$ cat src/include/adc_link_macros.svh
/* sizes for the acquisition link; BIT_CYCLES is clocks per serial bit, fixed at build time
   CHAN_W must be wide enough to count CHANNELS-1 */
`ifndef ADC_LINK_MACROS_SVH
`define ADC_LINK_MACROS_SVH

// analog multiplexer inputs scanned in turn
`define ADC_LINK_CHANNELS 8

// channel number width
`define ADC_LINK_CHAN_W 3

// serial payload, one byte per frame
`define ADC_LINK_BYTE_W 8

// clocks per serial bit slot
// 104 gives 9600 baud from roughly 1 MHz
`define ADC_LINK_BIT_CYCLES 104

`endif
$ cat src/hw/adc_link_pkg.sv
/* state encodings of the link FSMs and the channel type */
`default_nettype none

`include "adc_link_macros.svh"

package adc_link_pkg;

	// multiplexer channel number
	typedef logic [`ADC_LINK_CHAN_W-1:0] channel_t;

	// acquisition sequencer
	typedef enum logic [2:0] {
		seq_settle_a,
		seq_settle_b,
		seq_start_conv,
		seq_wait_conv,
		seq_latch,
		seq_advance,
		seq_request,
		seq_wait_pair
	} seq_state_e;

	// two-byte transfer controller
	typedef enum logic [2:0] {
		link_idle,
		link_load_byte,
		link_send_byte,
		link_wait_frame,
		link_next_byte,
		link_finish
	} link_state_e;

	// serial frame slot currently on the line
	typedef enum logic [1:0] {
		slot_idle,
		slot_start,
		slot_data,
		slot_stop
	} bit_slot_e;

endpackage

`default_nettype wire

$ cat src/hw/adc_link_top.sv
/* acquisition link top; ADC and its data latch are external, data_in must follow add_mpx2
   within the cycle after it changes */
`timescale 1ns/100ps
`default_nettype none

`include "adc_link_macros.svh"

module adc_link_top (
	input  logic                        clock,
	input  logic                        reset,
	input  logic                        eoc,
	input  logic                        dsr,
	input  logic [`ADC_LINK_BYTE_W-1:0] data_in,
	output logic                        soc,
	output logic                        load_dato,
	output logic                        add_mpx2,
	output logic                        mux_en,
	output logic                        error,
	output logic                        data_out,
	output adc_link_pkg::channel_t      canale
);

	// sequencer to controller handshake
	logic pair_request;
	logic pair_done;
	// controller to buffer strobes
	logic load;
	logic send;
	logic frame_done;
	// buffer to shifter
	logic                        tx_start;
	logic                        tx_end;
	logic [`ADC_LINK_BYTE_W-1:0] tx_byte;
	// bit timing
	logic line_busy;
	logic bit_tick;

	acq_sequencer u_sequencer (
		.clock        (clock),
		.reset        (reset),
		.eoc          (eoc),
		.pair_done    (pair_done),
		.mux_en       (mux_en),
		.soc          (soc),
		.load_dato    (load_dato),
		.pair_request (pair_request),
		.canale       (canale)
	);

	link_controller u_controller (
		.clock        (clock),
		.reset        (reset),
		.pair_request (pair_request),
		.frame_done   (frame_done),
		.load         (load),
		.send         (send),
		.add_mpx2     (add_mpx2),
		.pair_done    (pair_done)
	);

	tx_buffer u_buffer (
		.clock      (clock),
		.reset      (reset),
		.load       (load),
		.send       (send),
		.dsr        (dsr),
		.tx_end     (tx_end),
		.data_in    (data_in),
		.tx_start   (tx_start),
		.frame_done (frame_done),
		.error      (error),
		.tx_byte    (tx_byte)
	);

	baud_timer u_baud (
		.clock     (clock),
		.reset     (reset),
		.line_busy (line_busy),
		.bit_tick  (bit_tick)
	);

	serial_shifter u_shifter (
		.clock     (clock),
		.reset     (reset),
		.tx_start  (tx_start),
		.bit_tick  (bit_tick),
		.tx_byte   (tx_byte),
		.line_busy (line_busy),
		.tx_end    (tx_end),
		.data_out  (data_out)
	);

endmodule

`default_nettype wire

$ cat src/hw/serial_shifter.sv
/* async frame of start bit, data MSB first and one stop bit; tx_byte must not change
   between tx_start and tx_end, and a tx_start while busy is ignored */
`timescale 1ns/100ps
`default_nettype none

`include "adc_link_macros.svh"

module serial_shifter (
	input  logic                        clock,
	input  logic                        reset,
	input  logic                        tx_start,
	input  logic                        bit_tick,
	input  logic [`ADC_LINK_BYTE_W-1:0] tx_byte,
	output logic                        line_busy,
	output logic                        tx_end,
	output logic                        data_out
);

	localparam int IDX_W = $clog2(`ADC_LINK_BYTE_W);

	adc_link_pkg::bit_slot_e slot;
	// data bit on the line, counts down for MSB first
	logic [IDX_W-1:0] bit_idx;

	always_ff @(posedge clock) begin
		if (reset) begin
			slot <= adc_link_pkg::slot_idle;
		end else begin
			case (slot)
				adc_link_pkg::slot_idle: begin
					if (tx_start) begin
						slot <= adc_link_pkg::slot_start;
					end
				end
				adc_link_pkg::slot_start: begin
					if (bit_tick) begin
						slot <= adc_link_pkg::slot_data;
					end
				end
				adc_link_pkg::slot_data: begin
					// leave after the LSB period
					if (bit_tick && bit_idx == '0) begin
						slot <= adc_link_pkg::slot_stop;
					end
				end
				adc_link_pkg::slot_stop: begin
					if (bit_tick) begin
						slot <= adc_link_pkg::slot_idle;
					end
				end
				default: slot <= adc_link_pkg::slot_idle;
			endcase
		end
	end

	// preset to the MSB during the start bit
	always_ff @(posedge clock) begin
		if (reset) begin
			bit_idx <= '0;
		end else if (slot == adc_link_pkg::slot_start) begin
			bit_idx <= IDX_W'(`ADC_LINK_BYTE_W - 1);
		end else if (slot == adc_link_pkg::slot_data && bit_tick) begin
			bit_idx <= bit_idx - 1'b1;
		end
	end

	// line is high when idle and during stop
	always_comb begin
		case (slot)
			adc_link_pkg::slot_start: data_out = 1'b0;
			adc_link_pkg::slot_data:  data_out = tx_byte[bit_idx];
			default:                  data_out = 1'b1;
		endcase
	end

	assign line_busy = (slot != adc_link_pkg::slot_idle);

	// final clock of the stop slot
	assign tx_end = (slot == adc_link_pkg::slot_stop) && bit_tick;

endmodule

`default_nettype wire

$ cat src/hw/baud_timer.sv
/* bit period counter, restarts from zero at every frame start */
`timescale 1ns/100ps
`default_nettype none

`include "adc_link_macros.svh"

module baud_timer (
	input  logic clock,
	input  logic reset,
	input  logic line_busy,
	output logic bit_tick
);

	localparam int CNT_W = $clog2(`ADC_LINK_BIT_CYCLES);
	localparam logic [CNT_W-1:0] LAST_COUNT = CNT_W'(`ADC_LINK_BIT_CYCLES - 1);

	logic [CNT_W-1:0] count;

	// held at zero while idle so the first slot is full length
	always_ff @(posedge clock) begin
		if (reset || !line_busy) begin
			count <= '0;
		end else if (count == LAST_COUNT) begin
			count <= '0;
		end else begin
			count <= count + 1'b1;
		end
	end

	// last clock of each bit slot
	assign bit_tick = line_busy && (count == LAST_COUNT);

endmodule

`default_nettype wire

$ cat src/hw/tx_buffer.sv
/* one-byte transmit buffer; dsr is sampled only on the send strobe and must be synchronous
   a rejected send drops the byte, it is not retried */
`timescale 1ns/100ps
`default_nettype none

`include "adc_link_macros.svh"

module tx_buffer (
	input  logic                        clock,
	input  logic                        reset,
	input  logic                        load,
	input  logic                        send,
	input  logic                        dsr,
	input  logic                        tx_end,
	input  logic [`ADC_LINK_BYTE_W-1:0] data_in,
	output logic                        tx_start,
	output logic                        frame_done,
	output logic                        error,
	output logic [`ADC_LINK_BYTE_W-1:0] tx_byte
);

	// byte held, stays set while the frame is on the line
	logic full;
	// send with a byte present and receiver ready
	logic accept;
	// frame end for a rejected send, one cycle late
	logic reject_done;

	assign accept = send && full && dsr;

	always_ff @(posedge clock) begin
		if (reset) begin
			full        <= 1'b0;
			error       <= 1'b0;
			tx_start    <= 1'b0;
			reject_done <= 1'b0;
		end else begin
			tx_start    <= accept;
			reject_done <= send && !accept;
			if (tx_end) begin
				full <= 1'b0;
			end
			// load into a full buffer is an overrun, old byte kept
			if (load) begin
				if (full) begin
					error <= 1'b1;
				end else begin
					full <= 1'b1;
				end
			end
			if (send) begin
				if (accept) begin
					error <= 1'b0;
				end else begin
					error <= 1'b1;
					full  <= 1'b0;
				end
			end
		end
	end

	// payload only written into an empty buffer, so stable during a frame
	always_ff @(posedge clock) begin
		if (load && !full) begin
			tx_byte <= data_in;
		end
	end

	// exactly one frame_done per send
	assign frame_done = reject_done || tx_end;

endmodule

`default_nettype wire

$ cat src/hw/link_controller.sv
/* sends the two bytes of each sample through load and send strobes
   a rejected byte still ends with frame_done, so the pair always completes */
`timescale 1ns/100ps
`default_nettype none

module link_controller (
	input  logic clock,
	input  logic reset,
	input  logic pair_request,
	input  logic frame_done,
	output logic load,
	output logic send,
	output logic add_mpx2,
	output logic pair_done
);

	adc_link_pkg::link_state_e state;
	adc_link_pkg::link_state_e next_state;

	always_ff @(posedge clock) begin
		if (reset) begin
			state <= adc_link_pkg::link_idle;
		end else begin
			state <= next_state;
		end
	end

	always_comb begin
		next_state = state;
		case (state)
			adc_link_pkg::link_idle: begin
				if (pair_request) begin
					next_state = adc_link_pkg::link_load_byte;
				end
			end
			// load strobe, then send strobe in the following cycle
			adc_link_pkg::link_load_byte: next_state = adc_link_pkg::link_send_byte;
			adc_link_pkg::link_send_byte: next_state = adc_link_pkg::link_wait_frame;
			adc_link_pkg::link_wait_frame: begin
				// add_mpx2 still shows which byte just finished
				if (frame_done) begin
					if (add_mpx2) begin
						next_state = adc_link_pkg::link_finish;
					end else begin
						next_state = adc_link_pkg::link_next_byte;
					end
				end
			end
			// one cycle for the external byte mux to switch over
			adc_link_pkg::link_next_byte: next_state = adc_link_pkg::link_load_byte;
			// pair_done goes out here, the sequencer drops its request next cycle
			adc_link_pkg::link_finish:    next_state = adc_link_pkg::link_idle;
			default:                      next_state = adc_link_pkg::link_idle;
		endcase
	end

	// byte select flips on every frame end, so it is back low after the second
	always_ff @(posedge clock) begin
		if (reset) begin
			add_mpx2 <= 1'b0;
		end else if (state == adc_link_pkg::link_wait_frame && frame_done) begin
			add_mpx2 <= !add_mpx2;
		end
	end

	assign load = (state == adc_link_pkg::link_load_byte);
	assign send = (state == adc_link_pkg::link_send_byte);

	// single cycle, the finish state is never held
	assign pair_done = (state == adc_link_pkg::link_finish);

endmodule

`default_nettype wire

$ cat src/hw/acq_sequencer.sv
/* scans the channels one conversion at a time; eoc must rise and then fall for each soc,
   and the sequencer stalls on pair_request until pair_done comes back */
`timescale 1ns/100ps
`default_nettype none

`include "adc_link_macros.svh"

module acq_sequencer (
	input  logic                   clock,
	input  logic                   reset,
	input  logic                   eoc,
	input  logic                   pair_done,
	output logic                   mux_en,
	output logic                   soc,
	output logic                   load_dato,
	output logic                   pair_request,
	output adc_link_pkg::channel_t canale
);

	adc_link_pkg::seq_state_e state;
	adc_link_pkg::seq_state_e next_state;

	// eoc has gone high in this conversion
	logic eoc_seen;

	always_ff @(posedge clock) begin
		if (reset) begin
			state <= adc_link_pkg::seq_settle_a;
		end else begin
			state <= next_state;
		end
	end

	always_comb begin
		next_state = state;
		case (state)
			// two cycles for the mux output to settle
			adc_link_pkg::seq_settle_a:   next_state = adc_link_pkg::seq_settle_b;
			adc_link_pkg::seq_settle_b:   next_state = adc_link_pkg::seq_start_conv;
			adc_link_pkg::seq_start_conv: next_state = adc_link_pkg::seq_wait_conv;
			adc_link_pkg::seq_wait_conv: begin
				// only a falling eoc after a rising one ends the conversion
				if (eoc_seen && !eoc) begin
					next_state = adc_link_pkg::seq_latch;
				end
			end
			adc_link_pkg::seq_latch:      next_state = adc_link_pkg::seq_advance;
			adc_link_pkg::seq_advance:    next_state = adc_link_pkg::seq_request;
			adc_link_pkg::seq_request:    next_state = adc_link_pkg::seq_wait_pair;
			adc_link_pkg::seq_wait_pair: begin
				if (pair_done) begin
					next_state = adc_link_pkg::seq_settle_a;
				end
			end
			default:                      next_state = adc_link_pkg::seq_settle_a;
		endcase
	end

	// eoc tracking, cleared outside the conversion wait
	always_ff @(posedge clock) begin
		if (reset) begin
			eoc_seen <= 1'b0;
		end else if (state == adc_link_pkg::seq_wait_conv) begin
			if (eoc) begin
				eoc_seen <= 1'b1;
			end
		end else begin
			eoc_seen <= 1'b0;
		end
	end

	// channel steps while the latch strobe is out, visible from advance on
	always_ff @(posedge clock) begin
		if (reset) begin
			canale <= '0;
		end else if (state == adc_link_pkg::seq_latch) begin
			if (canale == adc_link_pkg::channel_t'(`ADC_LINK_CHANNELS - 1)) begin
				canale <= '0;
			end else begin
				canale <= canale + 1'b1;
			end
		end
	end

	// mux stays enabled from settle until the sample is latched
	assign mux_en = (state == adc_link_pkg::seq_settle_a) ||
		(state == adc_link_pkg::seq_settle_b) ||
		(state == adc_link_pkg::seq_start_conv) ||
		(state == adc_link_pkg::seq_wait_conv);

	// soc covers the whole conversion including the latch cycle
	assign soc = (state == adc_link_pkg::seq_start_conv) ||
		(state == adc_link_pkg::seq_wait_conv) ||
		(state == adc_link_pkg::seq_latch);

	assign load_dato = (state == adc_link_pkg::seq_latch);

	// level held until the pair has gone out
	assign pair_request = (state == adc_link_pkg::seq_request) ||
		(state == adc_link_pkg::seq_wait_pair);

endmodule

`default_nettype wire

$ cat config.mk
export PLATFORM = sky130hd
export DESIGN_NAME = adc_link_top
export DESIGN_NICKNAME = d
export VERILOG_FILES = /design/src/hw/adc_link_pkg.sv /design/src/hw/adc_link_top.sv /design/src/hw/serial_shifter.sv /design/src/hw/baud_timer.sv /design/src/hw/tx_buffer.sv /design/src/hw/link_controller.sv /design/src/hw/acq_sequencer.sv
export VERILOG_INCLUDE_DIRS = /design/src /design/src/include
export SDC_FILE = /design/constraint.sdc
export NUM_CORES = 1
export LEC_CHECK = 0
export ABC_AREA = 1
export BUFFER_PORTS_ARGS = -buffer_cell sky130_fd_sc_hd__buf_2
export CAP_MARGIN = 40
export CORE_UTILIZATION = 35
export CTS_CLUSTER_SIZE = 20
export DETAILED_ROUTE_END_ITERATION = 12
export MAX_ROUTING_LAYER = met4
export PLACE_DENSITY_LB_ADDON = 0.3
export REMOVE_ABC_BUFFERS = 1
export SLEW_MARGIN = 20
export SYNTH_ARGS = -nofsm -noshare
export SYNTH_HDL_FRONTEND = slang
export SYNTH_SLANG_ARGS = --single-unit
$ cat constraint.sdc
create_clock -name clock -period 2.07 [get_ports clock]
set_clock_uncertainty 0.05 [all_clocks]
set_input_delay 0.1035 -clock clock [delete_from_list [all_inputs] [get_ports clock]]
set_output_delay 0.1035 -clock clock [all_outputs]
set_load 0.01 [all_outputs]
==> results of run 1 <==
-- worst reg2reg max path: cells and delay by family (launching register included) --
| kind | cells | cell delay (ns) |
|---|---|---|
| fa+ha+maj | 1 | 0.24 |
| simple gates | 5 | 0.54 |
| buf+inv | 2 | 0.32 |
| flops | 1 | 0.39 |
-- cell families after synthesis --
group           synth area share, %
compound gates                 10.6
xor+xnor                      0.515
fa+ha+maj                      7.36
buf+inv                        6.99
flops                          45.9
simple gates                   28.6
-- path summary, 6_finish.rpt --
kind,from,endpoint,slack [ns],depth (start not counted)
worst min register to register,u_baud.count[0],u_baud.count[0],0.40,1
worst max-delay path,u_shifter.slot[0],u_controller.add_mpx2,0.42,8
worst min-delay path,dsr,u_buffer.tx_start,0.07,3
worst max register to register,u_shifter.slot[0],u_controller.add_mpx2,0.42,8
-- synth_stat cells --
cell      instances  area share [%]
nand3_1          16             4.7
xor2_1            1            0.52
nand2_1          30             6.6
nand2_2           5             1.8
or2_2             1            0.37
or2_0             1            0.37
nand2_4           1            0.66
nor3_1            2            0.59
ha_1             10             7.4
nand3b_1          1            0.44
a21oi_1          11             3.2
nand4_1           3             1.1
nand3_4           1             1.0
nor2_2            1            0.37
o21ai_1           1            0.29
o211ai_1          4             1.8
o211a_1           1            0.59
buf_2             2            0.59
inv_1            27             6.0
nor3_2            2             1.2
edfxtp_1          8              14
a31oi_1           1            0.37
inv_2             2            0.44
nor2_1           34             7.5
nor2_4            1            0.66
dfxtp_1          27              32
nor2_8            1             1.2
o21ai_2           1            0.52
o22ai_1           1            0.37
o21ai_0          10             2.9
a21oi_2           1            0.52
-- per-stage QoR --
stage	total power [mW]	cells
global route	2.33	295
detailed placement	1.66	279
floorplan	1.48	206
finish	2.17	295
CTS	2.19	295
global placement	1.65	279
-- routing by layer --
| metal | up-vias | GRT usage (%) | part of all wire (%) |
|---|---|---|---|
| met5 | - | - | 0 |
| met4 | 0 | 7.84 | 2.6 |
| li1 | 745 | - | - |
| met2 | 24 | 22.5 | 46 |
| met3 | 9 | 3.94 | 3.4 |
| met1 | 635 | 16.4 | 48 |
-- flip-flops by register name, indices dropped and copies added (netlist names), 2 cells and up --
register	flops
u_controller.state	3
u_shifter.slot	2
u_shifter.bit_idx	3
u_sequencer.state	3
u_buffer.tx_byte	8
u_sequencer.canale	3
u_baud.count	7
-- where the power goes --
group | switching, mW | internal (mW) | total (mW)
registers | 0.0935 | 0.846 | 0.939
logic | 0.436 | 0.282 | 0.718
clock network | 0.241 | 0.268 | 0.510
-- cell type report --
class,instances,area [um^2]
Fill cell,456,2470
Clock buffer,7,86.3
Sequential cell,35,781
Multi-Input combinational cell,142,801
Inverter,29,109
Timing Repair Buffer,29,188
Clock inverter,1,5.00
Tap cell,52,65.1
==> results.sh, run 1 <==
export IMPL_htree_levels=2
export IMPL_fmax_mhz=606
export IMPL_hold_violations=0
export IMPL_status="completed"
export IMPL_slowest_stage="dfxtp_1"
export IMPL_design_die_area_um2=5140
export IMPL_final_cell_area_um2=2030
export IMPL_first_global_vias=1301
export IMPL_wl_um=3200
export IMPL_ir_drop_v=0.000708
export IMPL_placed_area_um2=1860
export IMPL_final_cell_mix="nor2_1, nand2_1, inv_1, dfxtp_1, buf_2"
export IMPL_worst_slew_pin_slew_ns=0.492
export IMPL_clockRootBuffer="clkbuf_8"
export IMPL_arrival_ns=1.79
export IMPL_clock_sinks=35
export IMPL_period_share_pct=79.8
export IMPL_critPathBufInv=2
export IMPL_cp_max_fo=6
export IMPL_endpoint_kind="flip-flop"
export IMPL_final_util_pct=45.2
export IMPL_rsz0062_at_grt="false"
export IMPL_start_util_pct=37.8
export IMPL_synth_distinct_cells=31
export IMPL_fin_nets=264
export IMPL_synth_seq_cells=35
export IMPL_leakage_nw=0.947
export IMPL_slew_violations=0
export IMPL_crit_chain="inv_1 > ha_1 > inv_1 > nand4_1 > nand2_1 > nand3_1 > nand2_1 > nor2_1"
export IMPL_avgViaCountPerCell=4.79
export IMPL_cts_clk_slew_worst_paths_ns=0.07
export IMPL_dpl_worst_slack_ns=0.439
export IMPL_cts_tree="built"
export IMPL_seq_area_frac_synth_pct=45.9
export IMPL_maxCapViolCount=0
export IMPL_cts_resized=0
export IMPL_clkLatencyLatePin_ns=0.28
export IMPL_crit_path_start_kind="flip-flop"
export IMPL_num_rows=24
export IMPL_core_um2=4500
export IMPL_min_period_ns=1.65
export IMPL_area_growth_pct=19.6
export IMPL_setup_tns_ns=0
export IMPL_pin_count=21
export IMPL_grt_max_degree=16
export IMPL_crit_required_ns=2.20
export IMPL_cts_hold_buf=8
export IMPL_grt_pass1_wl_um=5480
export IMPL_yosysWarnings=0
export IMPL_dp_hpwl_um=2330
export IMPL_drt_wirelength_per_cell_um=10.8
export IMPL_gr_total_overflow=0
export IMPL_post_cts_buffers=0
export IMPL_mostFrequentLayoutCell="nor2_1"
export IMPL_final_layout_size_suffix_gt1_share_pct=18.5
export IMPL_path_delay_family="simple AND/OR/NAND/NOR gates"
export IMPL_dr_pass1_iters=4
export IMPL_antenna_found_initial=0
export IMPL_numCtsBuffers=5
export IMPL_die_height_um=71.7
export IMPL_drcViolationCount=0
export IMPL_p_per_area_nw_per_um2=1070
export IMPL_cpPeakStageDelay_ns=0.39
export IMPL_initialDrtViolationCount=35
export IMPL_worst_slack_ns=0.419
export IMPL_whs_ns=0.0704
export IMPL_avgSynthCellArea_um2=8.17
export IMPL_place_gp_congestion=0.722
export IMPL_clockBufferDepth=2
export IMPL_hold_class="in -> reg"
export IMPL_relSlewSlack_pct=67.2
export IMPL_grt_usage_pct=14.3
export IMPL_diodes=0
export IMPL_portBuffers=20
export IMPL_num_vias=1413
export IMPL_finalSetupViolCount=0
export IMPL_worstSetupPathType="reg -> reg"
export IMPL_drtAntennaViolNets=0
export IMPL_chipWidth_um=71.7
export IMPL_syn_inst=208
export IMPL_syn_area_um2=1700
Power figures use the tool's default switching activity.
==> run 2: changes to the inputs <==
==> constraint.sdc (replaced) <==
create_clock -name clock -period 1.6 [get_ports clock]
set_clock_uncertainty 0.05 [all_clocks]
set_input_delay 0.08 -clock clock [delete_from_list [all_inputs] [get_ports clock]]
set_output_delay 0.08 -clock clock [all_outputs]
set_load 0.01 [all_outputs]
==> results.sh, run 2 (synthesis results as in run 1) <==
export IMPL_clkPwrFrac_pct=22.7
export IMPL_clockRootBuffer="clkbuf_8"
export IMPL_endpoint_kind="output port"
export IMPL_slew_violations=0
export IMPL_antenna_found_initial=0
export IMPL_start_util_pct=37.8
export IMPL_portBuffers=20
export IMPL_leakage_nw=0.978
export IMPL_grt_pass1_wl_um=5380
export IMPL_p_per_area_nw_per_um2=1380
export IMPL_drt_wirelength_per_cell_um=10.4
export IMPL_final_cell_area_um2=2080
export IMPL_drcViolationCount=0
export IMPL_layoutNonFillerInstCount=301
export IMPL_core_um2=4500
export IMPL_clockBufferDepth=2
export IMPL_dpl_worst_slack_ns=0.122
export IMPL_mostFrequentLayoutCell="nor2_1"
export IMPL_num_rows=24
export IMPL_dr_pass1_iters=4
export IMPL_num_vias=1394
export IMPL_ir_drop_v=0.000784
export IMPL_place_inst=285
export IMPL_dp_hpwl_um=2340
export IMPL_arrival_ns=1.36
export IMPL_crit_required_ns=1.47
export IMPL_numCtsBuffers=5
export IMPL_crit_path_start_kind="flip-flop"
export IMPL_post_cts_buffers=0
export IMPL_status="completed"
export IMPL_first_global_vias=1276
export IMPL_largest_reg_flops=8
export IMPL_gr_total_overflow=0
export IMPL_drtAntennaViolNets=0
export IMPL_place_gp_congestion=0.744
export IMPL_setup_tns_ns=0
export IMPL_fin_nets=270
export IMPL_chipWidth_um=71.7
export IMPL_multi_input_area_um2=801
export IMPL_wl_um=3120
export IMPL_combinationalPowerShare_pct=35.3
export IMPL_relSlewSlack_pct=69.0
export IMPL_cts_clk_slew_worst_paths_ns=0.07
export IMPL_grt_max_degree=16
export IMPL_hold_class="in -> reg"
export IMPL_regMostFlops="u_buffer.tx_byte"
export IMPL_maxCapViolCount=0
export IMPL_area_growth_pct=22.6
export IMPL_seq_area_um2=786
export IMPL_cts_tree="built"
export IMPL_die_height_um=71.7
export IMPL_diodes=0
export IMPL_placed_area_um2=1910
export IMPL_worst_slack_ns=0.111
export IMPL_sw_frac_of_total_pct=34.9
export IMPL_cp_max_fo=5
export IMPL_power_mw=2.88
export IMPL_worst_slew_pin_slew_ns=0.465
export IMPL_final_cell_mix="nor2_1, nand2_1, inv_1, dfxtp_1, buf_2"
export IMPL_rsz0062_at_grt="true"
export IMPL_worstSetupPathType="reg -> out"
export IMPL_grt_usage_pct=14.1
export IMPL_switchingPower_mw=1.01
export IMPL_pin_count=21
export IMPL_design_die_area_um2=5140
export IMPL_avgViaCountPerCell=4.63
export IMPL_whs_ns=0.0307
export IMPL_final_layout_size_suffix_gt1_share_pct=22.5
export IMPL_power_frac_seq_pct=42.0
export IMPL_min_period_ns=1.49
export IMPL_nFillCells=449
export IMPL_reg_top3="u_buffer.tx_byte: 8 flops, u_baud.count: 7 flops"
export IMPL_fmax_mhz=672
export IMPL_period_share_pct=93.1
export IMPL_clkLatencyLatePin_ns=0.28
export IMPL_initialDrtViolationCount=32
export IMPL_final_util_pct=46.3
export IMPL_hold_violations=0
export IMPL_clock_sinks=35
export IMPL_finalSetupViolCount=0
export IMPL_htree_levels=2
export IMPL_intPower_mw=1.88
## run 2: changes by cell type in the layout (fill, tap and decap cells not counted), sizes merged
| cell | delta |
|---|---|
| buf | +6 |
## run 2: final timing paths
path,from,to,slack [ns],depth (start not counted)
max,u_shifter.bit_idx[0],data_out,0.11,8
min reg2reg,u_baud.count[0],u_baud.count[0],0.40,1
min,dsr,u_buffer.tx_start,0.03,3
max reg2reg,u_shifter.slot[1],u_shifter.slot[1],0.14,8
## run 2: layout make-up
type	count	share of cell area [%]
repair buffers	35	11.2
clock buffers	7	4.14
flip-flops and latches	35	37.7
inverters	29	5.22
well taps	52	3.12
clock inverters	1	0.240
multi-input cells	142	38.4
## run 2: worst max-delay path, cell delays in order, from the launching register on
cell,delay (ns)
dfxtp_2,0.32
buf_4,0.14
nor2_1,0.11
nor2_1,0.05
o21ai_1,0.07
o211ai_1,0.12
nand3_1,0.08
nand2_1,0.06
buf_2,0.14
## run 2: repair_timing
action	in CTS	in global routing
endpoints found under the setup margin	0	2
endpoints found under the hold margin	8	0
hold buffers	8	0
gates resized for setup	0	7
## run 2: power groups by stage
stage | Sequential (mW) | Clock (mW) | Combinational (mW)
5_1_grt | 1.23 | 0.714 | 1.16
6_report | 1.21 | 0.653 | 1.02
3_5_place_dp | 1.22 | 0 | 1.00
2_1_floorplan | 1.21 | 0 | 0.696
3_3_place_gp | 1.22 | 0 | 1.00
4_1_cts | 1.21 | 0.675 | 1.02
## run 2: layer usage
| layer | wire [um] | vias up | track usage [%] |
|---|---|---|---|
| li1 | - | 759 | - |
| met1 | 1540 | 617 | 17.0 |
| met2 | 1440 | 14 | 21.8 |
| met3 | 82 | 4 | 3.80 |
| met4 | 52 | 0 | 7.19 |
| met5 | 0 | - | - |
